**src/hdl/csr_map_pkg.sv**
```systemverilog
// Control-register map of one accelerator function
// Function count, header word offsets, ID table and the SREG request record

package csr_map_pkg;

    // Function slots behind the one host link
    // NUM_FUNC must stay equal to 2**FUNC_IDX_W
    localparam logic [2:0] NUM_FUNC   = 3'd4;
    localparam int         FUNC_IDX_W = 2;

    // Index of one function slot
    typedef logic [FUNC_IDX_W-1:0] t_func_idx;

    // Header word offsets inside one function
    localparam logic [4:0] OFS_DFH       = 5'd0;
    localparam logic [4:0] OFS_ID_L      = 5'd2;
    localparam logic [4:0] OFS_ID_H      = 5'd4;
    localparam logic [4:0] OFS_RSVD0     = 5'd6;
    localparam logic [4:0] OFS_RSVD1     = 5'd8;
    localparam logic [4:0] OFS_SREG_ADDR = 5'd10;
    localparam logic [4:0] OFS_SREG_READ = 5'd12;

    // User area starts here and runs to the end of the window
    localparam logic [4:0] OFS_USER      = 5'd16;
    localparam int         NUM_USER_REGS = 16;

    // Feature type code of an accelerator
    localparam logic [3:0] DFH_AFU_TYPE = 4'h1;

    // 128-bit accelerator ID per function, low word read at ID_L
    localparam logic [127:0] AFU_ID_TABLE [NUM_FUNC] = '{
        128'h3c1e_77a0_49d2_4b8f_a615_02c9_e4d8_5b13,
        128'h9f04_2be6_d381_46a7_8c3d_f170_6a29_e05c,
        128'h51d8_c0f3_7e6a_4195_b2e4_8d17_0c6f_a932,
        128'he7a2_5946_18bc_4fd0_9e71_3b58_c2a4_07f6
    };

    // Indirect system-register read, valid pulses for one cycle
    typedef struct packed
    {
        logic       valid;
        logic [7:0] idx;
    } t_sreg_req;

endpackage

```
**src/hdl/mmio_pkg.sv**
```systemverilog
// MMIO host-link types
// Request, response, transaction ID and the two views of a response data word

package mmio_pkg;

    // Host transaction ID, echoed back on every read response
    typedef logic [8:0] t_mmio_tid;

    // MMIO word address
    // Only bits 6:0 are decoded, 6:5 pick the function and 4:0 the local word
    typedef logic [15:0] t_mmio_addr;

    // Device feature header as seen by host software
    typedef struct packed
    {
        logic [3:0]  feature_type;
        logic [18:0] rsvd;
        logic        eol;
        logic [23:0] next_ofs;
        logic [3:0]  revision;
        logic [11:0] feature_id;
    } t_dfh;

    // Response data word
    // Plain 64-bit value for most registers, DFH record for offset 0
    typedef union packed
    {
        logic [63:0] raw;
        t_dfh        dfh;
    } t_mmio_data;

    // Host request, one per cycle at most
    // Writes carry data, reads ignore it
    typedef struct packed
    {
        logic        valid;
        logic        is_read;
        t_mmio_addr  addr;
        t_mmio_tid   tid;
        logic [63:0] data;
    } t_mmio_req;

    // Read response back to the host
    typedef struct packed
    {
        logic       valid;
        t_mmio_tid  tid;
        t_mmio_data data;
    } t_mmio_rsp;

endpackage
```
**src/hdl/mmio_req_split.sv**
```systemverilog
// MMIO request splitter
// Registers each host request and steers it to one function slot

`timescale 1ns/1ps

module mmio_req_split
(
    input  logic                clk,
    input  logic                reset_n,
    input  mmio_pkg::t_mmio_req host_req,
    output mmio_pkg::t_mmio_req func_req [csr_map_pkg::NUM_FUNC]
);

    // Function select from address bits 6:5
    csr_map_pkg::t_func_idx func_sel;

    // Request with the address reduced to the local word offset
    mmio_pkg::t_mmio_req    local_req;

    assign func_sel = host_req.addr[6:5];

    always_comb
    begin
        local_req = host_req;
        // Upper address bits are not decoded, drop them here
        local_req.addr = mmio_pkg::t_mmio_addr'(host_req.addr[4:0]);
    end

    // One register stage per slot
    // Every slot sees the payload, only the addressed one sees valid
    always_ff @(posedge clk)
    begin
        for (int i = 0; i < csr_map_pkg::NUM_FUNC; i++)
        begin
            if (!reset_n)
            begin
                func_req[i].valid <= 1'b0;
            end
            else
            begin
                func_req[i].valid <= host_req.valid &&
                                     (func_sel == csr_map_pkg::t_func_idx'(i));
            end

            func_req[i].is_read <= local_req.is_read;
            func_req[i].addr    <= local_req.addr;
            func_req[i].tid     <= local_req.tid;
            func_req[i].data    <= local_req.data;
        end
    end

endmodule

```
**config.mk**
```make
export PLATFORM = sky130hd
export DESIGN_NAME = mmio_req_split
export DESIGN_NICKNAME = d
export VERILOG_FILES = /design/src/hdl/csr_map_pkg.sv /design/src/hdl/mmio_pkg.sv /design/src/hdl/mmio_req_split.sv
export SDC_FILE = /design/constraint.sdc
export NUM_CORES = 1
export LEC_CHECK = 0
export BUFFER_PORTS_ARGS = -buffer_cell sky130_fd_sc_hd__buf_2
export CAP_MARGIN = 15
export CELL_PAD_IN_SITES_DETAIL_PLACEMENT = 0
export CELL_PAD_IN_SITES_GLOBAL_PLACEMENT = 2
export CORE_AREA = 2 2 177 179
export DETAILED_ROUTE_END_ITERATION = 10
export DIE_AREA = 0 0 179 181
export PLACE_DENSITY = 0.68
export SKIP_CTS_REPAIR_TIMING = 1
export SYNTH_ARGS = -nofsm -noshare
export SYNTH_HDL_FRONTEND = slang
export SYNTH_SLANG_ARGS = --single-unit
```
**constraint.sdc**
```tcl
create_clock -name clk -period 0.8 [get_ports clk]
set_input_delay 0.16 -clock clk [delete_from_list [all_inputs] [get_ports clk]]
set_output_delay 0.16 -clock clk [all_outputs]
set_load 0.1 [all_outputs]
```
==> metrics.txt <==
crit path kind=reg -> out; DP Wirelength=11.5 mm; routed via count=between 2000 and 3000; Placed Cells=930; most frequent cells in the layout=buf_12, buf_2, dfxtp_4, dlygate4sd3_1, conb_1; sequential share of the synthesized area=between 40% and 50%; Initial DRC Count=47; P_sw=slightly above 0.01 W; Die Wd=between 150 and 200 µm; CP max stage delay=0.45 ns; wire length per cell=13.3 µm; diode count=0; CTS clk-pin slew, worst paths=0.07 ns; CP top delay family=flip-flops; first-pass GRT wire length=between 15 and 20 mm; GP Congestion=about 0.69; hold crit path type=in -> reg; vias in the first global route=2646; worst path cell trace=buf_12; Initial Utilization=between 10% and 20%; Pins Over Slew Limit=0; top post-synthesis cells by area=buf_4, dfxtp_1, and4b_2; post-layout minimum cycle time=1.17 ns; DRT antenna net count=0; CTS max path bufs=2; cell count after synthesis=roughly 370; commonest non-fill, non-tap cell in the layout=buf_12; proportion of layout cells with a drive suffix above 1=about four fifths; max reg flops=between 80 and 90; Core ar.=about 30000 µm²; drc violations=0; initial antenna violation count=1; Max Fclk=~0.85 GHz; Tot Pwr=roughly 0.02 W; gr ovfl total=0; Flop pwr share=roughly a quarter; yosys warns=0; Leakage=around 4.7 nW; H-tree depth=3; Fillers=between 2000 and 3000; VDD IR max=between 0.7 and 0.8 mV; area of the multi-input gates=210 µm²; IO buf count=approximately 400; pre-CTS WS=-0.00299 ns; failing checks=negative setup slack; Chip Height=181 µm; Vias per Instance=about 2.8; TNS Setup=-100.90 ns; Final Hold Vio Count=0; RSZ-0062 raised after global routing=true; Tot GR Track Use=7.71%; status=finished with violations; Final WS setup=-0.370 ns; Yosys cell types=6; register area=between 1500 and 2000 µm²; CTS Buf Count=9; TritonCTS clock tree=done; Clock Power Share=21.7%; die area=32400 µm²; post-synthesis cell area=3820 µm²; area grow syn2layout=177%; CP Capture Type=primary output; M1 GR Usage=under 10%; clk root buf=clkbuf_16; WL final=13.7 mm; #FFs+latches synth=just over 80; Gate power share=54.1%; clk sink count=just over 80; largest net degree at the start of global routing=16; M3 GR Usage=under 10%; synthesized area per cell=slightly above 10 µm²; Setup-failing EPs final=320; Synth area leader=buf_4; CP max FO=4; Int Pwr=0.0103 W; fin crit share=146%; Min Hold Slack=0.120 ns; pwr dens=roughly 1900 nW/µm²; Synth top area share=a little under three fifths; final instance count without filler cells=1025; final net count=~720; largest registers=func_req x83; largest register by flop count=func_req; Worst EP arrival=approximately 1.0 ns; Ports=approximately 460; Worst EP required=~0.64 ns; Row Count=64; met2 usage=15.4%; switching share of total power=49.8%; crit path buf inv count=1; type of origin of the critical path=flip-flop; drt pass-1 iters=4; CP max stage cell=dfxtp_4; Max Cap Viol=0; most used routing layer=met2
==> layout make-up <==
cell class	count	share of cell area, %
Multi-Input combinational cell	48	1.98
Clock buffer	10	2.26
Timing Repair Buffer	482	71.9
Tap cell	396	4.68
Clock inverter	6	0.662
Sequential cell	83	18.5
==> final timing paths <==
kind | slack (ns) | end | startpoint | cells past startpoint
hold / removal | 0.12 | func_req[90] | host_req[79] | 2
setup / recovery | -0.37 | func_req[119] | func_req[28] | 1
==> power by group through the flow <==
| stage | sequential, W | combinational (W) | clock, W |
|---|---|---|---|
| final | 0.00498 | 0.0111 | 0.00446 |
| after global routing | 0.00503 | 0.0113 | 0.00493 |
| after global placement | 0.00508 | 0.0108 | 0 |
| after floorplan | 0.00646 | 0.00816 | 0 |
| after detailed placement | 0.00510 | 0.0108 | 0 |
| after CTS | 0.00500 | 0.0108 | 0.00476 |
==> synthesized netlist by cell type <==
cell	count
and4_2	1
and4b_2	2
and4bb_2	1
buf_4	281
conb_1	1
dfxtp_1	83
==> layer usage <==
metal | up-vias | part of all wire, %
met5 | - | 0.095
met4 | 2 | 1.5
met3 | 12 | 12
met2 | 233 | 59
met1 | 1320 | 27
li1 | 1315 | -
==> metrics by stage <==
stage / utilization (%) / cell area, µm²
floorplan: - / 7240
global placement: 31.3 / 9490
detailed placement: 31.3 / 9490
CTS: 32.3 / 9800
global route: 34.9 / 10600
finish: 34.9 / 10600
==> logic make-up (layout without fill, tap and decap cells) <==
| logic type | Yosys count | in the layout | share of synthesized area [%] |
|---|---|---|---|
| DFF | 83 | 83 | 43.5 |
| buffers and inverters | 281 | 498 | 55.2 |
| other | 1 | 44 | 0.0982 |
| and+or+nand+nor | 4 | 4 | 1.18 |
Note: power is estimated with default switching activity, not from simulation.
