===== config.mk =====
export PLATFORM = sky130hd
export DESIGN_NAME = mmio_rsp_arb
export DESIGN_NICKNAME = d
export VERILOG_FILES = /design/src/hdl/csr_map_pkg.sv /design/src/hdl/mmio_pkg.sv /design/src/hdl/mmio_rsp_arb.sv
export SDC_FILE = /design/constraint.sdc
export NUM_CORES = 1
export LEC_CHECK = 0
export BUFFER_PORTS_ARGS = -buffer_cell sky130_fd_sc_hd__clkbuf_2
export CORE_AREA = 2 2 262 264
export DETAILED_ROUTE_END_ITERATION = 7
export DIE_AREA = 0 0 264 266
export PLACE_DENSITY = 0.3
export SYNTH_ARGS = -nofsm -noshare
export SYNTH_HDL_FRONTEND = slang
export SYNTH_SLANG_ARGS = --single-unit

===== constraint.sdc =====
create_clock -name clk -period 2.6 [get_ports clk]
set_input_delay 0.39 -clock clk [delete_from_list [all_inputs] [get_ports clk]]
set_output_delay 0.39 -clock clk [all_outputs]
set_load 0.02 [all_outputs]

===== src/hdl/csr_map_pkg.sv =====
// Control-register map of one accelerator function
// Function count, header word offsets, ID table and the SREG request record

package csr_map_pkg;

    // Function slots behind the one host link
    // NUM_FUNC must stay equal to 2**FUNC_IDX_W
    localparam logic [2:0] NUM_FUNC   = 3'd4;
    localparam int         FUNC_IDX_W = 2;

    // Index of one function slot
    typedef logic [FUNC_IDX_W-1:0] t_func_idx;

    // Header word offsets inside one function
    localparam logic [4:0] OFS_DFH       = 5'd0;
    localparam logic [4:0] OFS_ID_L      = 5'd2;
    localparam logic [4:0] OFS_ID_H      = 5'd4;
    localparam logic [4:0] OFS_RSVD0     = 5'd6;
    localparam logic [4:0] OFS_RSVD1     = 5'd8;
    localparam logic [4:0] OFS_SREG_ADDR = 5'd10;
    localparam logic [4:0] OFS_SREG_READ = 5'd12;

    // User area starts here and runs to the end of the window
    localparam logic [4:0] OFS_USER      = 5'd16;
    localparam int         NUM_USER_REGS = 16;

    // Feature type code of an accelerator
    localparam logic [3:0] DFH_AFU_TYPE = 4'h1;

    // 128-bit accelerator ID per function, low word read at ID_L
    localparam logic [127:0] AFU_ID_TABLE [NUM_FUNC] = '{
        128'h3c1e_77a0_49d2_4b8f_a615_02c9_e4d8_5b13,
        128'h9f04_2be6_d381_46a7_8c3d_f170_6a29_e05c,
        128'h51d8_c0f3_7e6a_4195_b2e4_8d17_0c6f_a932,
        128'he7a2_5946_18bc_4fd0_9e71_3b58_c2a4_07f6
    };

    // Indirect system-register read, valid pulses for one cycle
    typedef struct packed
    {
        logic       valid;
        logic [7:0] idx;
    } t_sreg_req;

endpackage


===== src/hdl/mmio_pkg.sv =====
// MMIO host-link types
// Request, response, transaction ID and the two views of a response data word

package mmio_pkg;

    // Host transaction ID, echoed back on every read response
    typedef logic [8:0] t_mmio_tid;

    // MMIO word address
    // Only bits 6:0 are decoded, 6:5 pick the function and 4:0 the local word
    typedef logic [15:0] t_mmio_addr;

    // Device feature header as seen by host software
    typedef struct packed
    {
        logic [3:0]  feature_type;
        logic [18:0] rsvd;
        logic        eol;
        logic [23:0] next_ofs;
        logic [3:0]  revision;
        logic [11:0] feature_id;
    } t_dfh;

    // Response data word
    // Plain 64-bit value for most registers, DFH record for offset 0
    typedef union packed
    {
        logic [63:0] raw;
        t_dfh        dfh;
    } t_mmio_data;

    // Host request, one per cycle at most
    // Writes carry data, reads ignore it
    typedef struct packed
    {
        logic        valid;
        logic        is_read;
        t_mmio_addr  addr;
        t_mmio_tid   tid;
        logic [63:0] data;
    } t_mmio_req;

    // Read response back to the host
    typedef struct packed
    {
        logic       valid;
        t_mmio_tid  tid;
        t_mmio_data data;
    } t_mmio_rsp;

endpackage

===== src/hdl/mmio_rsp_arb.sv =====
// MMIO response arbiter
// Direct responses go first, held SREG responses fill free cycles round-robin

`timescale 1ns/1ps

module mmio_rsp_arb
(
    input  logic                              clk,
    input  logic                              reset_n,
    input  mmio_pkg::t_mmio_rsp               direct_rsp [csr_map_pkg::NUM_FUNC],
    input  mmio_pkg::t_mmio_rsp               held_rsp   [csr_map_pkg::NUM_FUNC],
    output logic [csr_map_pkg::NUM_FUNC-1:0]  sreg_grant,
    output mmio_pkg::t_mmio_rsp               host_rsp
);

    // Slot with the highest SREG priority next time
    csr_map_pkg::t_func_idx rr_ptr;
    csr_map_pkg::t_func_idx cand;
    csr_map_pkg::t_func_idx grant_idx;
    logic                   any_direct;
    logic                   grant_hit;
    mmio_pkg::t_mmio_rsp    direct_sel;
    mmio_pkg::t_mmio_rsp    rsp_d;

    // At most one direct response per cycle, since the host issues one request
    always_comb
    begin
        any_direct = 1'b0;
        direct_sel = '0;
        for (int i = 0; i < csr_map_pkg::NUM_FUNC; i++)
        begin
            if (direct_rsp[i].valid)
            begin
                any_direct = 1'b1;
                direct_sel = direct_rsp[i];
            end
        end
    end

    // First held response at or after the pointer
    // Slot index wraps naturally, NUM_FUNC is a power of two
    always_comb
    begin
        grant_hit = 1'b0;
        grant_idx = rr_ptr;
        cand      = rr_ptr;
        for (int i = 0; i < csr_map_pkg::NUM_FUNC; i++)
        begin
            cand = rr_ptr + csr_map_pkg::t_func_idx'(i);
            if (!grant_hit && held_rsp[cand].valid)
            begin
                grant_hit = 1'b1;
                grant_idx = cand;
            end
        end
    end

    // Grant only in a cycle no direct response uses
    always_comb
    begin
        for (int i = 0; i < csr_map_pkg::NUM_FUNC; i++)
        begin
            sreg_grant[i] = !any_direct && grant_hit &&
                            (grant_idx == csr_map_pkg::t_func_idx'(i));
        end
    end

    always_comb
    begin
        rsp_d = held_rsp[grant_idx];
        rsp_d.valid = grant_hit;
        if (any_direct)
            rsp_d = direct_sel;
    end

    // Output register and pointer update
    always_ff @(posedge clk)
    begin
        if (!reset_n)
        begin
            host_rsp.valid <= 1'b0;
            rr_ptr         <= '0;
        end
        else
        begin
            host_rsp.valid <= rsp_d.valid;
            if (!any_direct && grant_hit)
                rr_ptr <= grant_idx + 1'b1;
        end
        host_rsp.tid  <= rsp_d.tid;
        host_rsp.data <= rsp_d.data;
    end

endmodule


==> impl_metrics.yaml <==
timing:
  worst_slew_pin_slew_ns: 0.794
  setup_ws_ns: 0.100
  grt_setup_unrepaired: "no"
  finClkSkew_ns: 0.00769
  slew_violations: 0
  fin_tns_setup_ns: 0
  setup_violations: 0
  final_hold_viol_count: 0
  relSlewSlack_pct: 47.1
  fmaxAchievable_ghz: 0.400
  min_period_ns: 2.50
  hold_ws_ns: 0.284
  finalCritPeriodShare_pct: 96.2
drt:
  drt-pass1-iter-count: 4
  drt_iter0_drc: 321
  wl_per_cell_um: 21.5
  drc: 0
  vias: 8834
  ant_nets: 0
  vias_per_cell: 3.93
  postRouteWirelength_um: 48300
power_and_ir_drop:
  power.density_nw_per_um2: 411
  leakagePower_nw: 5.95
  ir_drop_uv: 292
placement:
  port_buffers: 671
  hpwl_um: 40300
  dpl_worst_slack_ns: 0.148
  gp_congestion: 0.897
cells_and_area:
  layout-drive-gt1-share_pct: 59.4
  fin_nets: 1957
  syn_to_final_growth_pct: 74.7
  fillers: 7758
run:
  cap_violations: 0
die:
  die-area_um2: 70200
  core_um2: 67700
  start_util_pct: 9.91
  io_pins: 672
  rows: 96
  die_x_um: 264
  die_h_um: 266
worst_setup_path:
  path_cells: "and3b_1 -> or4_4 -> nand2_8 -> inv_2 -> ha_1 -> and2_1 -> clkbuf_2"
  critical-path-top-delay-family: "simple AND/OR/NAND/NOR gates"
  cp.depth: 7
  critPathArrivalTime_ns: 2.11
  cp-start-kind: "flop"
  timing.rr.start: "rr_ptr[1]"
  worst_setup_path_end_kind: "output pin"
  path_max_fanout: 9
  required_ns: 2.21
  path_class: "reg2out"
  cp_num_buf_inv: 2
  crit_slowest_cell: "or4_4"
  cp_slowest_stage_delay_ns: 0.52
  reg2reg_depth: 8
  setup.worst_path.start: "rr_ptr[1]"
logic_synthesis:
  ys_seq_elements: 76
  ys_types: 34
  seq_area_frac_synth_pct: 22.7
  syn-mean-instance-area_um2: 9.43
  synth_area_um2: 6720
  yosys_warnings: 0
  synth_top_flop_cell: "dfxtp_1"
  synth_fa_ha_area_share_pct: 0.745
  synth_nets: 1310
  synthCells: 712
  synth-edff-count: 0
  synth-simple-area-share_pct: 14.8
  synth_compound_area_share_pct: 33.6
  async_flop_share_pct: 0
  synthXorXnorAreaFrac_pct: 0
  synth_mux_area_share_pct: 21.9
  synth_top_family_by_area: "compound AO/OA/AOI/OAI gates"
grt:
  grt_max_degree: 79
  grt_antenna_before_repair: 12
  grt_overflow: 0
  gr-usage-met2_pct: 23.7
  grt_pass1_vias: 9527
  grtUsageMet3_pct: 5.22
  grt_pass1_wl_um: 65900
  busiest_layer: "met2"
  gr-usage-met1_pct: 13.7
  track_usage_pct: 13.2
clocking:
  cts_buffers: 9
  clockBufferDepth: 2
  cts_max_level: 3
  cts.reportedPaths.clkPinSlew_ns: 0.07
  cts_tree: "built"
  root_buffer: "clkbuf_16"
  insertion_delay_ns: 0.38
  cts_sinks: 76
  cts_hold_buf: 0
min_path:
  hp-class: "in2reg"
  min_delay_path_depth: 2
  min_from: "reset_n"
outcome:
  status: "finished, final reports clean"
==> routing by layer <==
metal / routed length, um / vias to the layer above / part of all wire, %
met2: 24300 / 453 / 50
met5: 138 / - / 0.29
li1: - / 4212 / -
met1: 17900 / 4065 / 37
met4: 1960 / 22 / 4.0
met3: 4100 / 82 / 8.5
==> area by class of cell <==
class                           count  area, um2  share of cell area (%)
Multi-Input combinational cell    549       4810                    41.0
Antenna cell                        1       2.50                  0.0213
Inverter                            2       12.5                   0.107
Timing Repair Buffer              721       3930                    33.5
Clock inverter                      4       95.1                   0.810
Tap cell                          882       1100                    9.41
Clock buffer                       12        256                    2.19
Sequential cell                    76       1520                    13.0
==> cells in the mapped netlist, drive strengths merged, types with 2 or more instances <==
| cell | number | area [um2] |
|---|---|---|
| ha | 4 | 50.1 |
| nor2 | 5 | 31.3 |
| nand2b | 3 | 18.8 |
| nand2 | 2 | 15.0 |
| a211oi | 73 | 548 |
| a221oi | 146 | 1660 |
| dfxtp | 76 | 1520 |
| inv | 2 | 7.51 |
| or4 | 2 | 18.8 |
| buf | 24 | 166 |
| clkbuf | 61 | 244 |
| a21boi | 2 | 15.0 |
| nor3 | 76 | 385 |
| and2 | 4 | 25.0 |
| a21oi | 2 | 10.0 |
| mux2i | 147 | 1470 |
| nor2b | 77 | 482 |
==> placed cells by master (no fill, tap or decap), drive strengths merged <==
cell,n
o21ai,1
or4,2
a221oi,146
dfxtp,76
bufinv,3
and2,4
ha,4
inv,2
nor4,1
and3b,1
nand2,2
nand2b,3
a211oi,73
a21boi,2
a21bo,1
or2,1
nor2,5
mux2i,147
buf,53
o211a,1
a21oi,2
diode,1
nor3,76
clkinv,1
clkbuf,680
nor2b,77
==> final timing paths <==
kind	to	slack (ns)
max	sreg_grant[1]	0.10
min reg2reg	rr_ptr[1]	0.59
max reg2reg	host_rsp[27]	0.48
min	rr_ptr[0]	0.28
==> metrics by stage <==
step                utilization [%]  cells  power, mW  area [um2]
detailed placement             16.8   2230       3.27       11400
floorplan                         -    712       2.29        6720
CTS                            17.3   2246       5.00       11700
finish                         17.3   2247       4.82       11700
global route                   17.3   2246       5.13       11700
global placement               16.8   2230       3.27       11400
==> cells by family (layout without fill, tap and decap cells) <==
logic type / Yosys count / after routing
AO/OA/AOI/OAI: 226 / 226
AND/OR/NAND/NOR: 172 / 172
multiplexers: 147 / 147
buffers and inverters: 87 / 739
flip-flops: 76 / 76
adder cells (fa/ha/maj): 4 / 4
other: 0 / 1
==> state kept, by name (all words and copies together) (netlist names) <==
| name | count |
|---|---|
| rr_ptr | 2 |
| host_rsp | 74 |
==> timing repair <==
| action | CTS | global route |
|---|---|---|
| gates resized for setup | 0 | 2 |
| hold endpoints to repair | 0 | 0 |
| buffers inserted | 0 | 0 |
| setup endpoints to repair | 0 | 2 |
==> power by group <==
| part | switching (mW) | leakage [nW] | internal, mW |
|---|---|---|---|
| registers | 0.0418 | 0.641 | 1.29 |
| logic | 1.02 | 5.14 | 0.850 |
| clock network | 0.633 | 0.173 | 0.992 |
No activity file was read; power rests on OpenSTA's default activity.
