**src/hdl/csr_map_pkg.sv**
```systemverilog
// Control-register map of one accelerator function
// Function count, header word offsets, ID table and the SREG request record

package csr_map_pkg;

    // Function slots behind the one host link
    // NUM_FUNC must stay equal to 2**FUNC_IDX_W
    localparam logic [2:0] NUM_FUNC   = 3'd4;
    localparam int         FUNC_IDX_W = 2;

    // Index of one function slot
    typedef logic [FUNC_IDX_W-1:0] t_func_idx;

    // Header word offsets inside one function
    localparam logic [4:0] OFS_DFH       = 5'd0;
    localparam logic [4:0] OFS_ID_L      = 5'd2;
    localparam logic [4:0] OFS_ID_H      = 5'd4;
    localparam logic [4:0] OFS_RSVD0     = 5'd6;
    localparam logic [4:0] OFS_RSVD1     = 5'd8;
    localparam logic [4:0] OFS_SREG_ADDR = 5'd10;
    localparam logic [4:0] OFS_SREG_READ = 5'd12;

    // User area starts here and runs to the end of the window
    localparam logic [4:0] OFS_USER      = 5'd16;
    localparam int         NUM_USER_REGS = 16;

    // Feature type code of an accelerator
    localparam logic [3:0] DFH_AFU_TYPE = 4'h1;

    // 128-bit accelerator ID per function, low word read at ID_L
    localparam logic [127:0] AFU_ID_TABLE [NUM_FUNC] = '{
        128'h3c1e_77a0_49d2_4b8f_a615_02c9_e4d8_5b13,
        128'h9f04_2be6_d381_46a7_8c3d_f170_6a29_e05c,
        128'h51d8_c0f3_7e6a_4195_b2e4_8d17_0c6f_a932,
        128'he7a2_5946_18bc_4fd0_9e71_3b58_c2a4_07f6
    };

    // Indirect system-register read, valid pulses for one cycle
    typedef struct packed
    {
        logic       valid;
        logic [7:0] idx;
    } t_sreg_req;

endpackage

```
**src/hdl/mmio_pkg.sv**
```systemverilog
// MMIO host-link types
// Request, response, transaction ID and the two views of a response data word

package mmio_pkg;

    // Host transaction ID, echoed back on every read response
    typedef logic [8:0] t_mmio_tid;

    // MMIO word address
    // Only bits 6:0 are decoded, 6:5 pick the function and 4:0 the local word
    typedef logic [15:0] t_mmio_addr;

    // Device feature header as seen by host software
    typedef struct packed
    {
        logic [3:0]  feature_type;
        logic [18:0] rsvd;
        logic        eol;
        logic [23:0] next_ofs;
        logic [3:0]  revision;
        logic [11:0] feature_id;
    } t_dfh;

    // Response data word
    // Plain 64-bit value for most registers, DFH record for offset 0
    typedef union packed
    {
        logic [63:0] raw;
        t_dfh        dfh;
    } t_mmio_data;

    // Host request, one per cycle at most
    // Writes carry data, reads ignore it
    typedef struct packed
    {
        logic        valid;
        logic        is_read;
        t_mmio_addr  addr;
        t_mmio_tid   tid;
        logic [63:0] data;
    } t_mmio_req;

    // Read response back to the host
    typedef struct packed
    {
        logic       valid;
        t_mmio_tid  tid;
        t_mmio_data data;
    } t_mmio_rsp;

endpackage
```
**src/hdl/afu_user_regs.sv**
```systemverilog
// User register block of one accelerator function
// Sixteen 64-bit read/write registers above the header area

`timescale 1ns/1ps

module afu_user_regs
(
    input  logic                clk,
    input  logic                reset_n,
    input  mmio_pkg::t_mmio_req req,
    output mmio_pkg::t_mmio_rsp rsp
);

    logic [63:0] regs [csr_map_pkg::NUM_USER_REGS];
    logic [3:0]  reg_idx;
    logic        wr_en;
    logic        rd_en;

    // Register index relative to the start of the user area
    assign reg_idx = 4'(req.addr[4:0] - csr_map_pkg::OFS_USER);

    assign wr_en = req.valid && !req.is_read;
    assign rd_en = req.valid && req.is_read;

    // Register file, cleared by reset
    always_ff @(posedge clk)
    begin
        if (!reset_n)
        begin
            for (int i = 0; i < csr_map_pkg::NUM_USER_REGS; i++)
            begin
                regs[i] <= 64'h0;
            end
        end
        else if (wr_en)
        begin
            regs[reg_idx] <= req.data;
        end
    end

    // Read response one cycle after the request
    // A write and a read never share a cycle, so no bypass is needed
    always_ff @(posedge clk)
    begin
        if (!reset_n)
            rsp.valid <= 1'b0;
        else
            rsp.valid <= rd_en;
        rsp.tid      <= req.tid;
        rsp.data.raw <= regs[reg_idx];
    end

endmodule

```
**config.mk**
```make
export PLATFORM = sky130hd
export DESIGN_NAME = afu_user_regs
export DESIGN_NICKNAME = d
export VERILOG_FILES = /design/src/hdl/csr_map_pkg.sv /design/src/hdl/mmio_pkg.sv /design/src/hdl/afu_user_regs.sv
export SDC_FILE = /design/constraint.sdc
export NUM_CORES = 1
export LEC_CHECK = 0
export ABC_AREA = 0
export BUFFER_PORTS_ARGS = -buffer_cell sky130_fd_sc_hd__buf_2
export CORE_MARGIN = 3
export CORE_UTILIZATION = 45
export CTS_BUF_LIST = sky130_fd_sc_hd__clkbuf_8
export CTS_CLUSTER_SIZE = 24
export DETAILED_ROUTE_END_ITERATION = 12
export HOLD_SLACK_MARGIN = 0.08
export PLACE_DENSITY = 0.62
export SLEW_MARGIN = 30
export SYNTH_ARGS = -nofsm -noshare
export SYNTH_HDL_FRONTEND = slang
export SYNTH_SLANG_ARGS = --single-unit
```
**constraint.sdc**
```tcl
create_clock -name clk -period 9.5 [get_ports clk]
set_input_delay 1.9 -clock clk [delete_from_list [all_inputs] [get_ports clk]]
set_output_delay 1.9 -clock clk [all_outputs]
set_load 0.01 [all_outputs]
```
==> out/qor.txt, run 1 <==
GRT overflow: 0
Clk buf depth: 3
Via density per instance: 5.79
Post-CTS Setup Repair Bufs: 0
Slew Viols, Final: 0
Drt pass-1 iters: 6
Fillers: 8,258
Initial Util: 45.8%
Worst Setup End Kind: register
YS warnings: 0
Final min period: 5080 ps
Most used cell, CP: buf_4
Place WS: 3570 ps
Sequential Area: 32,200 um2
Layout cells sized above 1: 21.1%
Drt drc: 0
Delay-heaviest family, CP: buffers and inverters
Slowest cell delay on critical path: 870 ps
Unique masters post-synth: 20
Root Driver: clkbuf_8
Syn Std Cell Area: 45,500 um2
Starting DRT DRC Count: 3,109
Clock latency on the worst-skew pair: 840 ps
Multi-input gate area: 12,200 um2
Post-synthesis cell count: 3,087
Setup TNS: 0 ps
Largest net degree at the start of global routing: 125
Final hold viol count: 0
Cts hold-fix bufs: 0
Syn avg cell area: 14.7 um2
Critical path startpoint category: primary input
Antenna violations before repair: 11
Crit path DAT: 5630 ps
Tcrit/Tclk final: 53.5%
Port bufs: 154
# rows: 115
Core area: 99,300 um2
TritonCTS Buffers: 180
Die height: 324 um
Pwr per Cell Area: 202 nW/um2
FF+latch count, synth: 1,098
Placer congestion estimate: 0.706
Peak supply drop: 0.000127 V
Leak: 16.6 nW
Setup WS post-layout: 4420 ps
Setup violators final: 0
Final Skew: 48.5 ps
Die area: 105,000 um2
Maximum clock rate: 0.197 GHz
Max-cap violations: 0
Vias: 27,229
WL/cell: 25.3 um
CP max FO: 71
CTS clk-pin slew, worst paths: 60 ps
RSZ-0062 raised after global routing: no
Die width: 324 um
ANT nets after route: 0
I/O Pins: 167
Critical path's slowest cell: buf_4
Worst slew pin tran: 1020 ps
Status: finished, final reports clean
H-tree depth: 4
Min-Delay Path Class: reg -> reg
WP data required: 10,040 ps
Total GRT Usage: 22.9%
Clock sink count: 1,098
Synthesized Nets: 3,180
Post-DP HPWL: 58,800 um
Worst setup path class: in -> reg
Routed wire length: 119,000 um
CTS tree: done
First-pass GRT wire length: 177,000 um
Final-stage net count: 3,343
Slew margin rel.: 32.0%
Crit-path cells: buf_8, or4b_4, buf_4, buf_6, buf_4, nor2_1
Buf/Inv on CP: 4
Post_cts resized: 0
Share of the yosys chip area belonging to registers: 70.9%
Vias in the first global route: 28,858
Area Overhead vs Synth: 11.8%
## area by class of cell
type | instances | share of cell area (%)
antenna | 10 | 0.0492
timing repair buffer | 212 | 2.75
clock buffer | 197 | 5.33
sequential | 1098 | 63.4
clock inverter | 143 | 1.41
multi-input combinational | 1758 | 23.9
tap | 1287 | 3.17
## worst register-to-register path, stage by stage (launching register included)
cell,delay [ps]
edfxtp_1,370
mux4_2,470
a22oi_1,360
nand2_1,140
## metrics by stage
step	utilization, %	power, mW	instances	hold WS (ps)	instance area [um2]
final	51.2	10.3	4705	644	50900
after detailed placement	47.7	6.52	4352	657	47300
after floorplan	-	6.22	3087	635	45500
after global routing	51.2	10.7	4701	683	50900
after global placement	47.6	6.49	4348	656	47200
after CTS	51.1	10.4	4692	647	50800
## layout by cell type, fill, tap and decap left out, types with 3 or more instances in the layout
cell type | synthesis | final
bufinv_16 | 0 | 3
diode_2 | 0 | 10
nor2_1 | 1025 | 1024
buf_12 | 0 | 6
clkinv_1 | 0 | 33
dfxtp_1 | 74 | 74
buf_2 | 67 | 152
inv_6 | 0 | 4
inv_1 | 0 | 80
a22oi_1 | 128 | 128
buf_4 | 9 | 39
clkinv_2 | 0 | 15
clkbuf_8 | 0 | 197
buf_16 | 0 | 3
o21ai_4 | 0 | 16
mux4_2 | 256 | 256
clkinvlp_4 | 0 | 3
buf_6 | 44 | 10
nand2_1 | 322 | 322
edfxtp_1 | 1024 | 1024
## report_power, final
| part | total (mW) | internal [mW] | leakage [nW] | switching (mW) |
|---|---|---|---|---|
| combinational | 0.771 | 0.286 | 4.23 | 0.485 |
| sequential | 5.64 | 5.56 | 10.4 | 0.0785 |
| clock | 3.88 | 2.00 | 2.05 | 1.88 |
## sequential cells by signal, summed over array words and instances, names as in the netlist
register / count
regs: 1024
rsp: 74
## logic make-up after synthesis
kind of cell | Yosys count | share of synthesized area, %
muxes | 256 | 12.7
and+or+nand+nor | 1358 | 11.3
DFF | 1098 | 70.9
buffers and inverters | 231 | 2.89
AOI/OAI and AO/OA | 144 | 2.29
## worst paths after layout
path	from	end	slack [ps]	cells after the start
min reg2reg	regs[15][16]$_SDFFCE_PN0P_	rsp[16]$_DFF_P_	640	3
max	req[73]	regs[2][4]$_SDFFCE_PN0P_	4420	6
min	regs[15][16]$_SDFFCE_PN0P_	rsp[16]$_DFF_P_	640	3
max reg2reg	regs[3][57]$_SDFFCE_PN0P_	rsp[57]$_DFF_P_	8040	3
## metal layers
metal,global-route usage (%),part of all wire [%],wire (um),up-vias
met5,0,0,0,-
met4,7.79,2.3,2780,0
met3,4.37,8.5,10100,205
met2,38.9,51,60700,1398
met1,29.8,38,45300,13954
li1,-,-,-,11672
## cell usage after synthesis
cell       instances  area share (%)
a22oi_1          128             2.1
and2_1             1           0.014
and3_1             1           0.014
buf_1             13            0.11
buf_2             67            0.74
buf_4              9            0.15
buf_6             44             1.1
clkbuf_1          98            0.81
dfxtp_1           74             3.3
edfxtp_1        1024              68
mux4_2           256              13
nand2_1          322             2.7
nand2b_1           2           0.027
nand4bb_1          1           0.025
nor2_1          1025             8.5
nor2b_1            2           0.027
o21ai_0           16            0.18
or2_2              1           0.014
or4_1              1           0.017
or4b_1             2           0.044
(Power assumes the default switching activity.)
==> inputs of run 2 (changes only) <==
Settings changed: ABC_AREA 0 to 1.
Clock period 9.5 ns to 4.78 ns, I/O delays scaled along.
==> run 2 against run 1 <==
Synthesized area rose by 8.1%. Largest cell class unchanged. Critical path depth stayed put. Routed wire length is 20% higher. Non-clock buffer count is 29 higher. First-iteration DRC count up 18%.
==> out/qor.txt, run 2 <==
Status: finished, final reports clean
WHS Path Cells: 1 (-2)
Drt pass-1 iters: 6 (unchanged)
H-tree depth: 4 (unchanged)
Peak supply drop: 0.000260 V (+110%)
WP data required: 5280 ps (-4760 ps)
Post-synth EDFFs: 1,024 (unchanged)
Final-stage net count: 5,635 (+69%)
Total Power: 20.7 mW (+100%)
Biggest register: regs
WL/cell: 20.2 um (-20%)
Worst setup path class: in -> reg
Placed inst area: 51,200 um2 (+8.1%)
First-pass GRT wire length: 214,000 um (+21%)
Crit path DAT: 3250 ps (-2380 ps)
Syn Std Cell Area: 49,200 um2 (+8.1%)
Fillers: 9,934 (+20%)
Die area: 113,000 um2 (+8.0%)
Final Skew: 24.0 ps (-24.4 ps)
Post-synthesis cell count: 5,491 (+78%)
Area Overhead vs Synth: 10.8%
Cts hold-fix bufs: 0 (unchanged)
Synth async-reset ratio: 0% (unchanged)
Max reg flops: 1,024 (unchanged)
ANT nets after route: 0 (unchanged)
Worst Setup End Kind: register
Commonest non-fill, non-tap cell in the layout: nand2_1
Initial Util: 45.6% (-0.19 points)
Core area: 108,000 um2 (+8.6%)
Final min period: 2750 ps
Yosys top cell by area: edfxtp_1
Slowest cell delay on critical path: 620 ps (-250 ps)
Starting DRT DRC Count: 3,678 (+18%)
Critical path depth in cells: 6 (unchanged)
Die height: 337 um (+3.9%)
Via density per instance: 5.14 (-11%)
Synth cell count leaders: nand2_1, nor2_1, edfxtp_1
Critical path startpoint category: primary input
Post-CTS Setup Repair Bufs: 0 (unchanged)
Placer congestion estimate: 0.770 (+9.1%)
Drt drc: 0 (unchanged)
Most used cell, CP: nand2_4
Maximum clock rate: 0.363 GHz
Count leader, synth: nand2_1
Syn avg cell area: 8.96 um2 (-39%)
Buf/Inv on CP: 3 (-1)
Pwr per Cell Area: 380 nW/um2 (+88%)
Total GRT Usage: 25.3% (+2.4 points)
Final hold viol count: 0 (unchanged)
CTS clk-pin slew, worst paths: 60 ps (about the same)
Largest regs: regs (1024), rsp (74)
Vias: 36,415 (+34%)
Critical path's slowest cell: nor3_2
# rows: 120 (+4.3%)
Top FF cell, synth: edfxtp_1
Most frequent cells in the layout: nand2_1, nor2_1, edfxtp_1, inv_1, clkbuf_8
Delay-heaviest family, CP: simple AND/OR/NAND/NOR gates
Die width: 337 um (+3.9%)
CP max FO: 45 (-37%)
Post-DP HPWL: 69,500 um (+18%)
Crit-path cells: buf_8, inv_8, nor3_2, nand2_4, nand2_4, buf_4
Setup TNS: 0 ps (unchanged)
Tcrit/Tclk final: 57.6%
Post-synth top area share: 62.5% (-5.1 points)
Slew Viols, Final: 0 (unchanged)
CTS tree: done
Share of the yosys chip area belonging to registers: 65.5% (-5.3 points)
Layout cells sized above 1: 8.83% (-12 points)
Multi-input gate area: 14,600 um2 (+20%)
Clk buf depth: 3 (unchanged)
Max-cap violations: 0 (unchanged)
TritonCTS Buffers: 184 (+2.2%)
Design Area, Final: 54,500 um2 (+7.2%)
Synthesized Nets: 5,584 (+76%)
Port bufs: 154 (unchanged)
Slew margin rel.: 25.9% (-6.1 points)
GRT overflow: 0 (unchanged)
Min-Delay Path Class: in -> reg
Sequential Area: 32,200 um2 (unchanged)
Worst slew pin tran: 1110 ps (+91.1 ps)
Clock latency on the worst-skew pair: 830 ps (about the same)
I/O Pins: 167 (unchanged)
Post_cts resized: 0 (unchanged)
Antenna violations before repair: 3 (-8)
Largest net degree at the start of global routing: 189 (+51%)
FF+latch count, synth: 1,098 (unchanged)
Setup WS post-layout: 2030 ps (-2390 ps)
Reg2reg path depth: 8 (+5)
Leak: 25.0 nW (+50%)
Vias in the first global route: 34,899 (+21%)
Place WS: 1240 ps (-2330 ps)
Root Driver: clkbuf_8
RSZ-0062 raised after global routing: no
YS warnings: 0 (unchanged)
Clock sink count: 1,098 (unchanged)
Unique masters post-synth: 14 (-30%)
Setup violators final: 0 (unchanged)
Area contributors post-synth: edfxtp_1, nand2_1, nor2_1
Routed wire length: 143,000 um (+20%)
-- run 2: changes by cell type in the layout (fill, tap and decap cells not counted), moves of 15 or more --
| cell | previous run | this run |
|---|---|---|
| a22oi_1 | 128 | 0 |
| buf_12 | 6 | 27 |
| mux4_2 | 256 | 0 |
| inv_1 | 80 | 281 |
| o21ai_4 | 16 | 0 |
| nand2_4 | 0 | 32 |
| buf_4 | 39 | 54 |
| nand2_1 | 322 | 2754 |
-- run 2: worst register-to-register path: stages, from the launching register on --
cell and delay, ps:
edfxtp_1 360, nand2_1 70, nand2_1 70, nand2_1 50
nand2_1 80, nand2_1 60, nand2_1 60, inv_1 60
nand2_1 130
-- run 2: metrics by stage --
step / cells / hold slack, ps / utilization (%)
floorplan: 5491 / 643 / -
global placement: 6759 / 671 / 47.5
detailed placement: 6759 / 675 / 47.5
CTS: 7087 / 135 / 50.6
global route: 7089 / 168 / 50.6
finish: 7089 / 211 / 50.6
-- run 2: kinds of logic after synthesis --
group / Yosys count / share of synthesized area (%)
simple gates: 3819 / 29.2
flops: 1098 / 65.5
buf+inv: 574 / 5.27
-- run 2: area by class of cell --
class,count,area share (%)
sequential,1098,59.1
multi-input combinational,3819,26.8
clock buffer,197,4.97
timing repair buffer,241,3.31
tap,1403,3.22
inverter,198,1.40
clock inverter,131,1.14
antenna,2,0.00918
-- run 2: power breakdown --
group	switching [mW]	internal [mW]
registers	0.136	11.0
logic	1.34	0.474
clock network	3.78	3.93
total	5.25	15.5
-- run 2: path summary, 6_finish.rpt --
path | to | start | slack, ps
min reg2reg | rsp[46]$_DFF_P_ | regs[0][46]$_SDFFCE_PN0P_ | 680
max reg2reg | rsp[16]$_DFF_P_ | regs[1][16]$_SDFFCE_PN0P_ | 3670
min | rsp[67]$_DFF_P_ | req[67] | 210
max | regs[5][39]$_SDFFCE_PN0P_ | req[73] | 2030
-- run 2: metal layers --
layer	GRT usage (%)	vias up	share of wire, %	wire [um]
met2	42.5	1541	48	68600
met3	3.60	292	7.7	11000
met4	9.35	0	3.3	4720
li1	-	17215	-	-
met1	33.4	17367	41	58800
met5	0	-	0	0
