<file path="src/hdl/csr_map_pkg.sv">
// Control-register map of one accelerator function
// Function count, header word offsets, ID table and the SREG request record

package csr_map_pkg;

    // Function slots behind the one host link
    // NUM_FUNC must stay equal to 2**FUNC_IDX_W
    localparam logic [2:0] NUM_FUNC   = 3'd4;
    localparam int         FUNC_IDX_W = 2;

    // Index of one function slot
    typedef logic [FUNC_IDX_W-1:0] t_func_idx;

    // Header word offsets inside one function
    localparam logic [4:0] OFS_DFH       = 5'd0;
    localparam logic [4:0] OFS_ID_L      = 5'd2;
    localparam logic [4:0] OFS_ID_H      = 5'd4;
    localparam logic [4:0] OFS_RSVD0     = 5'd6;
    localparam logic [4:0] OFS_RSVD1     = 5'd8;
    localparam logic [4:0] OFS_SREG_ADDR = 5'd10;
    localparam logic [4:0] OFS_SREG_READ = 5'd12;

    // User area starts here and runs to the end of the window
    localparam logic [4:0] OFS_USER      = 5'd16;
    localparam int         NUM_USER_REGS = 16;

    // Feature type code of an accelerator
    localparam logic [3:0] DFH_AFU_TYPE = 4'h1;

    // 128-bit accelerator ID per function, low word read at ID_L
    localparam logic [127:0] AFU_ID_TABLE [NUM_FUNC] = '{
        128'h3c1e_77a0_49d2_4b8f_a615_02c9_e4d8_5b13,
        128'h9f04_2be6_d381_46a7_8c3d_f170_6a29_e05c,
        128'h51d8_c0f3_7e6a_4195_b2e4_8d17_0c6f_a932,
        128'he7a2_5946_18bc_4fd0_9e71_3b58_c2a4_07f6
    };

    // Indirect system-register read, valid pulses for one cycle
    typedef struct packed
    {
        logic       valid;
        logic [7:0] idx;
    } t_sreg_req;

endpackage

</file>
<file path="src/hdl/mmio_pkg.sv">
// MMIO host-link types
// Request, response, transaction ID and the two views of a response data word

package mmio_pkg;

    // Host transaction ID, echoed back on every read response
    typedef logic [8:0] t_mmio_tid;

    // MMIO word address
    // Only bits 6:0 are decoded, 6:5 pick the function and 4:0 the local word
    typedef logic [15:0] t_mmio_addr;

    // Device feature header as seen by host software
    typedef struct packed
    {
        logic [3:0]  feature_type;
        logic [18:0] rsvd;
        logic        eol;
        logic [23:0] next_ofs;
        logic [3:0]  revision;
        logic [11:0] feature_id;
    } t_dfh;

    // Response data word
    // Plain 64-bit value for most registers, DFH record for offset 0
    typedef union packed
    {
        logic [63:0] raw;
        t_dfh        dfh;
    } t_mmio_data;

    // Host request, one per cycle at most
    // Writes carry data, reads ignore it
    typedef struct packed
    {
        logic        valid;
        logic        is_read;
        t_mmio_addr  addr;
        t_mmio_tid   tid;
        logic [63:0] data;
    } t_mmio_req;

    // Read response back to the host
    typedef struct packed
    {
        logic       valid;
        t_mmio_tid  tid;
        t_mmio_data data;
    } t_mmio_rsp;

endpackage
</file>
<file path="src/hdl/afu_csr_rd.sv">
// Header-register shim of one accelerator function
// Answers DFH and ID reads, runs the indirect SREG read, forwards user-area requests

`timescale 1ns/1ps

module afu_csr_rd
#(
    parameter int unsigned FUNC_ID = 0
)
(
    input  logic                   clk,
    input  logic                   reset_n,
    input  mmio_pkg::t_mmio_req    req,
    output mmio_pkg::t_mmio_req    user_req,
    input  mmio_pkg::t_mmio_rsp    user_rsp,
    output mmio_pkg::t_mmio_rsp    direct_rsp,
    output csr_map_pkg::t_sreg_req sreg_req,
    input  logic                   sreg_rsp_valid,
    input  logic [63:0]            sreg_rsp_data,
    output mmio_pkg::t_mmio_rsp    held_rsp,
    input  logic                   sreg_grant
);

    logic [4:0]            ofs;
    logic                  is_user;
    logic                  hdr_rd;
    logic                  sreg_rd;
    logic                  idx_wr;
    mmio_pkg::t_mmio_data  hdr_data;
    mmio_pkg::t_mmio_rsp   hdr_rsp_q;
    mmio_pkg::t_mmio_rsp   held_q;
    mmio_pkg::t_mmio_tid   sreg_tid;
    logic [7:0]            sreg_idx;

    // Local word offset, already reduced by the splitter
    assign ofs     = req.addr[4:0];
    assign is_user = (ofs >= csr_map_pkg::OFS_USER);

    // Request decode
    assign hdr_rd  = req.valid && req.is_read && !is_user;
    assign sreg_rd = hdr_rd && (ofs == csr_map_pkg::OFS_SREG_READ);
    assign idx_wr  = req.valid && !req.is_read && (ofs == csr_map_pkg::OFS_SREG_ADDR);

    // User area passes straight through to the register block
    always_comb
    begin
        user_req = req;
        user_req.valid = req.valid && is_user;
    end

    // Header read data
    // Anything not listed, reserved words included, reads as zero
    always_comb
    begin
        hdr_data.raw = '0;
        case (ofs)
            csr_map_pkg::OFS_DFH:
            begin
                hdr_data.dfh.feature_type = csr_map_pkg::DFH_AFU_TYPE;
                hdr_data.dfh.eol          = 1'b1;
                hdr_data.dfh.next_ofs     = '0;
                hdr_data.dfh.revision     = '0;
                hdr_data.dfh.feature_id   = 12'(FUNC_ID);
            end
            csr_map_pkg::OFS_ID_L: hdr_data.raw = csr_map_pkg::AFU_ID_TABLE[FUNC_ID][63:0];
            csr_map_pkg::OFS_ID_H: hdr_data.raw = csr_map_pkg::AFU_ID_TABLE[FUNC_ID][127:64];
            default: ;
        endcase
    end

    // Header response one cycle after the request
    // SREG reads answer later through the held path
    always_ff @(posedge clk)
    begin
        if (!reset_n)
            hdr_rsp_q.valid <= 1'b0;
        else
            hdr_rsp_q.valid <= hdr_rd && !sreg_rd;
        hdr_rsp_q.tid  <= req.tid;
        hdr_rsp_q.data <= hdr_data;
    end

    // Own response and user response never overlap
    assign direct_rsp = hdr_rsp_q.valid ? hdr_rsp_q : user_rsp;

    // SREG index written by the host ahead of the read
    always_ff @(posedge clk)
    begin
        if (!reset_n)
            sreg_idx <= 8'h00;
        else if (idx_wr)
            sreg_idx <= req.data[7:0];
    end

    // Request pulse toward the SREG store
    always_ff @(posedge clk)
    begin
        if (!reset_n)
            sreg_req.valid <= 1'b0;
        else
            sreg_req.valid <= sreg_rd;
        sreg_req.idx <= sreg_idx;
    end

    // Tid of the one outstanding SREG read
    always_ff @(posedge clk)
    begin
        if (sreg_rd)
            sreg_tid <= req.tid;
    end

    // Hold the SREG result until the arbiter finds a free cycle
    // Host never overlaps two reads, so grant and a new result cannot collide
    always_ff @(posedge clk)
    begin
        if (!reset_n)
        begin
            held_q.valid <= 1'b0;
        end
        else if (sreg_grant)
        begin
            held_q.valid <= 1'b0;
        end
        else if (sreg_rsp_valid)
        begin
            held_q.valid    <= 1'b1;
            held_q.tid      <= sreg_tid;
            held_q.data.raw <= sreg_rsp_data;
        end
    end

    assign held_rsp = held_q;

endmodule

</file>
<file path="config.mk">
export PLATFORM = sky130hd
export DESIGN_NAME = afu_csr_rd
export DESIGN_NICKNAME = d
export VERILOG_FILES = /design/src/hdl/csr_map_pkg.sv /design/src/hdl/mmio_pkg.sv /design/src/hdl/afu_csr_rd.sv
export SDC_FILE = /design/constraint.sdc
export NUM_CORES = 1
export LEC_CHECK = 0
export BUFFER_PORTS_ARGS = -buffer_cell sky130_fd_sc_hd__buf_4
export CORE_AREA = 2 2 188 190
export CTS_BUF_LIST = sky130_fd_sc_hd__clkbuf_16
export DETAILED_ROUTE_END_ITERATION = 10
export DIE_AREA = 0 0 190 192
export PLACE_DENSITY = 0.35
export SETUP_SLACK_MARGIN = 0.5
export SYNTH_ARGS = -nofsm -noshare
export SYNTH_HDL_FRONTEND = slang
export SYNTH_SLANG_ARGS = --single-unit
</file>
<file path="constraint.sdc">
create_clock -name clk -period 3.35 [get_ports clk]
set_input_delay 0.1675 -clock clk [delete_from_list [all_inputs] [get_ports clk]]
set_output_delay 0.1675 -clock clk [all_outputs]
set_load 0.05 [all_outputs]
</file>
==> out/qor.csv, run 1 <==
metric,value,unit
fin_crit_sh,0.740,
p_leak,3.83,nW
io_pins,481,
seq_area_frac_synth,0.658,
drv_cap,0,
portBuffers,346,
yosys.area.top_type,edfxtp_1,
gr-usage-met3,0.0396,
worstSetupPathType,register to output port,
globalRouteMet1Util,0.109,
timing.final.max_slew_violations,0,
vias,3982,
start_kind,register,
cpPeakStageDelay,0.76,ns
fmax,0.403,GHz
grt_pass1_vias,4145,
maxSlewHeadroom,0.544,
clock_sinks,116,
cts_tree,built,
crit_slowest_cell,dfxtp_2,
ant_nets,0,
wl_per_cell,18.0,um
hold_ws,0.0279,ns
p_per_area,496,mW/mm2
postLayoutCellArea,0.00866,mm2
seqCellArea,0.00314,mm2
clk_pin_slew,0.06,ns
placed_area,0.00725,mm2
antenna_found_initial,0,
layout_commonest_cell,buf_4,
areaGrowthSynthToFinish,81.1,%
dr.pass1.iters,4,
swShare,0.282,
syn_area,0.00478,mm2
startpoint,hdr_rsp_q[73],
combPwrFrac,0.211,
multi_input_area,742,um2
fin_tns_setup,0,ns
dieArea,0.0365,mm2
cts_max_path_buffers,2,
crit_chain,buf_4 > mux2_2 > buf_4,
synthTopCellsByArea,"edfxtp_1, dfxtp_1, buf_4, o21ai_0, inv_1",
synth.avg_cell_area,12.3,um2
r2r-end,held_rsp[66],
netlist_instances,390,
use_met2,0.209,
syn_nets,623,
antenna_cells,0,
final_cell_mix,"buf_4, dlygate4sd3_1, edfxtp_1",
grt_max_degree,74,
yosysUniqueCellTypes,22,
drive_above_1_share,0.521,
drc,0,
overflow,0,
top_usage_layer,met2,
grt_first_pass_wirelength,28800,um
cts_root_buf,clkbuf_16,
pwr-share-seq,0.374,
nets,969,
finalCriticalPeriod,2.48,ns
cpMostUsedCell,buf_4,
switching_power,1.21,mW
cp-endpoint,direct_rsp[71],
critPathRequiredTime,3.18,ns
nFillCells,3647,
critPathCaptureType,output port,
hpwlAfterDp,17200,um
regToRegSetupSlack,2.73,ns
status,"finished, final reports clean",
cp.arrival,2.31,ns
die_h,192,um
rr_worst_depth,0,
initialDrtViolationCount,109,
fin_skew,0.00774,ns
initial_core_util,0.139,
clock_latency,0.41,ns
finalHoldViolations,0,
critical_path.max_fanout,49,
chipWidth,190,um
setup_viol,0,
power_frac_clock,0.415,
synth_top_area_frac,0.515,
rows,68,
hold_class,input port to register,
r2r-start,sreg_tid[2],
core,0.0343,mm2
gp_congestion,0.662,
cts_buffers,17,
drt_wl_total,21700,um
ctsHtreeMaxLevel,4,
ir_drop,0.294,mV
rsz0062_at_grt,false,
p_int,3.08,mW
cts_resized,0,
yosys_warnings,0,
tightest_slew,0.684,ns
ys_ff_latch,116,
avgViaCountPerCell,3.31,
grt_usage,0.112,
-- cell usage after synthesis --
cell type,count
dfxtp_1,34
o21ai_0,44
a21oi_1,2
clkbuf_1,14
mux2_2,9
nor3_4,1
buf_2,1
or4b_1,1
buf_4,90
nand2_1,25
edfxtp_1,82
nor3b_1,2
nor2_1,6
nand3_1,2
and2_2,1
nor3_1,1
and3b_1,1
nor2b_1,20
mux2i_1,8
or2_2,1
inv_1,44
nor4_1,1
-- power by group through the flow --
stage               Sequential [mW]  Clock, mW  Combinational (mW)
floorplan                      1.77          0               0.564
global placement               1.63          0               0.838
detailed placement             1.63          0               0.835
CTS                            1.60       1.85               0.919
global route                   1.61       1.91               0.949
finish                         1.60       1.78               0.906
-- per-layer routing --
layer  vias to the layer above  part of all wire
met5                         -                 0
met4                         0             0.031
met3                        68             0.090
met2                       238              0.53
met1                      1786              0.34
li1                       1890                 -
-- cell families after synthesis --
group / count (synthesis) / share of synthesized area
and+or+nand+nor: 62 / 0.0683
AOI/OAI and AO/OA: 46 / 0.0482
muxes: 17 / 0.0380
buffers and inverters: 149 / 0.188
DFF: 116 / 0.658
-- final cells by class --
cell class | instances | area share
multi-input combinational | 125 | 0.0857
clock buffer | 17 | 0.0491
timing repair buffer | 432 | 0.400
clock inverter | 14 | 0.0169
tap | 455 | 0.0658
inverter | 44 | 0.0191
sequential | 116 | 0.363
-- state kept, by name (all words and copies together), names as in the netlist --
register and count:
hdr_rsp_q 16, sreg_req 9, sreg_tid 9, sreg_idx 8, held_rsp 74
-- metrics by stage --
step	worst slack [ns]	instances	util	power (mW)
final	0.871	1203	0.252	4.29
after global routing	0.606	1203	0.252	4.47
after CTS	0.756	1203	0.252	4.38
after detailed placement	1.24	1089	0.212	2.47
after global placement	1.21	1089	0.212	2.47
after floorplan	0.677	390	-	2.33
-- worst max-delay path: cells and delay by family, from the launching register on --
kind | cells | cell delay (ns)
buffers and inverters | 2 | 0.72
flip-flops | 1 | 0.76
multiplexers | 1 | 0.39
-- what timing repair did --
action	CTS	global route
buffers inserted	0	0
hold buffers	83	0
hold endpoints to repair	93	0
-- worst min path at each step --
stage,from,to,slack (ns),cells after the start
floorplan,req[64],hdr_rsp_q[64],0.20,0
global placement,req[70],hdr_rsp_q[70],0.29,1
detailed placement,req[72],hdr_rsp_q[72],0.29,1
CTS,req[5],sreg_idx[5],0.002,3
global route,req[5],sreg_idx[5],0.01,3
finish,req[5],sreg_idx[5],0.03,3
No activity file was read; power rests on OpenSTA's default activity.
==> inputs of run 2 (changes only) <==
==> constraint.sdc (replaced) <==
create_clock -name clk -period 2.42 [get_ports clk]
set_input_delay 0.121 -clock clk [delete_from_list [all_inputs] [get_ports clk]]
set_output_delay 0.121 -clock clk [all_outputs]
set_load 0.05 [all_outputs]
==> run 2 against run 1 <==
Register-to-register slack lost 1.5 ns. Setup slack worse by 0.28 ns. Sequential power is 38% higher. Count of clock-buffer cells in the layout is the same. Clock power grew 36%. Die area stayed put. Clock skew fell by 0.0010 ns. Highest routed layer unchanged.
==> out/qor.csv, run 2 (synthesis results as in run 1) <==
metric,value,unit,change
largest_register_ffs,74,,unchanged
grt_usage,0.112,,about the same
clock_sinks,116,,unchanged
antenna_cells,0,,unchanged
hpwlAfterDp,17200,um,about the same
fin_tns_setup,0,ns,unchanged
worst-path-buf-inv,2,,unchanged
p_int,4.13,mW,was 3.08 mW
initial_core_util,0.139,,unchanged
ir_drop,0.422,mV,was 0.294 mV
cpPeakStageDelay,0.46,ns,was 0.76 ns
p_per_area,669,mW/mm2,was 496 mW/mm2
nFillCells,3681,,was 3647
io_pins,481,,unchanged
initialDrtViolationCount,133,,was 109
gp_congestion,0.687,,was 0.662
drive_above_1_share,0.535,,was 0.521
combPwrFrac,0.216,,was 0.211
drv_cap,0,,unchanged
grt_first_pass_wirelength,28600,um,was 28800 um
portBuffers,346,,unchanged
overflow,0,,unchanged
pwr-share-seq,0.375,,was 0.374
layout_commonest_cell,buf_4,,unchanged
multi_input_area,749,um2,was 742 um2
core,0.0343,mm2,unchanged
drt_wl_total,21900,um,was 21700 um
maxSlewHeadroom,0.684,,was 0.544
clk_pin_slew,0.06,ns,about the same
setup_viol,0,,unchanged
die_h,192,um,unchanged
p_leak,3.91,nW,was 3.83 nW
nets,982,,was 969
areaGrowthSynthToFinish,84.8,%,was 81.1%
cts_root_buf,clkbuf_16,,unchanged
finalHoldViolations,0,,unchanged
cp_top_family,flip-flops,,unchanged
status,"finished, final reports clean",,unchanged
switching_power,1.78,mW,was 1.21 mW
power_frac_clock,0.410,,was 0.415
timing.final.max_slew_violations,0,,unchanged
fin_cells,1217,,was 1203
seqCellArea,0.00315,mm2,was 0.00314 mm2
vias,4034,,was 3982
crit_chain,buf_12 > mux2_2 > buf_4,,was buf_4 > mux2_2 > buf_4
total_power,5.91,mW,was 4.29 mW
fin_crit_sh,0.754,,
dieArea,0.0365,mm2,unchanged
crit_slowest_cell,dfxtp_4,,was dfxtp_2
rsz0062_at_grt,false,,unchanged
dpl.cell_count,1092,,was 1089
antenna_found_initial,0,,unchanged
avgViaCountPerCell,3.31,,about the same
tightest_slew,0.474,ns,was 0.684 ns
final_cell_mix,"buf_4, dlygate4sd3_1, edfxtp_1",,unchanged
cts_buffers,17,,unchanged
postLayoutCellArea,0.00883,mm2,was 0.00866 mm2
cp.arrival,1.70,ns,was 2.31 ns
clock_latency,0.42,ns,was 0.41 ns
rows,68,,unchanged
fmax,0.548,GHz,
grt_max_degree,33,,was 74
critPathRequiredTime,2.30,ns,was 3.18 ns
placed_area,0.00730,mm2,was 0.00725 mm2
critPathCaptureType,output port,,unchanged
critical_path.max_fanout,32,,was 49
cts_tree,built,,unchanged
drc,0,,unchanged
cts_max_path_buffers,2,,unchanged
hold_class,input port to register,,unchanged
worstSetupPathType,register to output port,,unchanged
start_kind,register,,unchanged
grt_pass1_vias,4143,,was 4145
finalCriticalPeriod,1.83,ns,
chipWidth,190,um,unchanged
dr.pass1.iters,4,,unchanged
ctsHtreeMaxLevel,4,,unchanged
swShare,0.301,,was 0.282
fin_skew,0.00673,ns,was 0.00774 ns
wl_per_cell,18.0,um,about the same
ant_nets,0,,unchanged
## run 2: cell count changes in the layout (fill, tap and decap cells not counted), sizes merged
cell,change
buf,+9
inv,+5
dlygate4sd3,+3
clkinv,-2
bufinv,-2
bufbuf,+1
## run 2: routing by layer
layer / wire, um / share of wire / up-vias / global-route usage
li1: - / - / 1924 / -
met1: 7910 / 0.36 / 1812 / 0.113
met2: 11700 / 0.53 / 250 / 0.209
met3: 1900 / 0.087 / 48 / 0.0400
met4: 388 / 0.018 / 0 / 0.0417
met5: 0 / 0 / - / 0
## run 2: path summary, 6_finish.rpt
| check | end | start | cells after the start | slack, ns |
|---|---|---|---|---|
| max reg2reg | held_rsp[73] | held_rsp[73] | 3 | 1.27 |
| min reg2reg | sreg_req[2] | sreg_idx[2] | 0 | 0.35 |
| min | hdr_rsp_q[59] | req[73] | 4 | 0.04 |
| max | direct_rsp[67] | hdr_rsp_q[73] | 3 | 0.59 |
## run 2: tightest hold or removal path, cell delays in order
cell,delay (ns)
buf_4,0.10
nor3_1,0.05
nand2_1,0.10
nor2_1,0.05
## run 2: power by group through the flow
stage / sequential [mW] / clock (mW) / combinational [mW]
finish: 2.21 / 2.42 / 1.28
global placement: 2.26 / 0 / 1.17
CTS: 2.22 / 2.52 / 1.29
floorplan: 2.44 / 0 / 0.782
detailed placement: 2.26 / 0 / 1.16
global route: 2.22 / 2.61 / 1.34
## run 2: cell type report
cell class                 count  area share
multi-input combinational    125      0.0848
clock buffer                  17      0.0482
tap                          455      0.0644
sequential                   116       0.356
clock inverter                15      0.0166
inverter                      44      0.0187
timing repair buffer         445       0.411
## run 2: through the flow
stage          hold slack [ns]   util  setup WS [ns]
4_1_cts                 0.0173  0.256          0.508
6_report                0.0391  0.258          0.595
3_5_place_dp             0.242  0.213          0.612
2_1_floorplan            0.149      -          0.571
3_3_place_gp             0.242  0.213          0.600
5_1_grt                 0.0507  0.258          0.532
## run 2: what timing repair did
item                                   CTS  global route
hold buffers                            86             0
resized for setup                        1             3
setup endpoints to repair               12            28
buffers inserted                         0             6
gates cloned                             1             0
endpoints found under the hold margin   97             0
pin swaps                                0             1
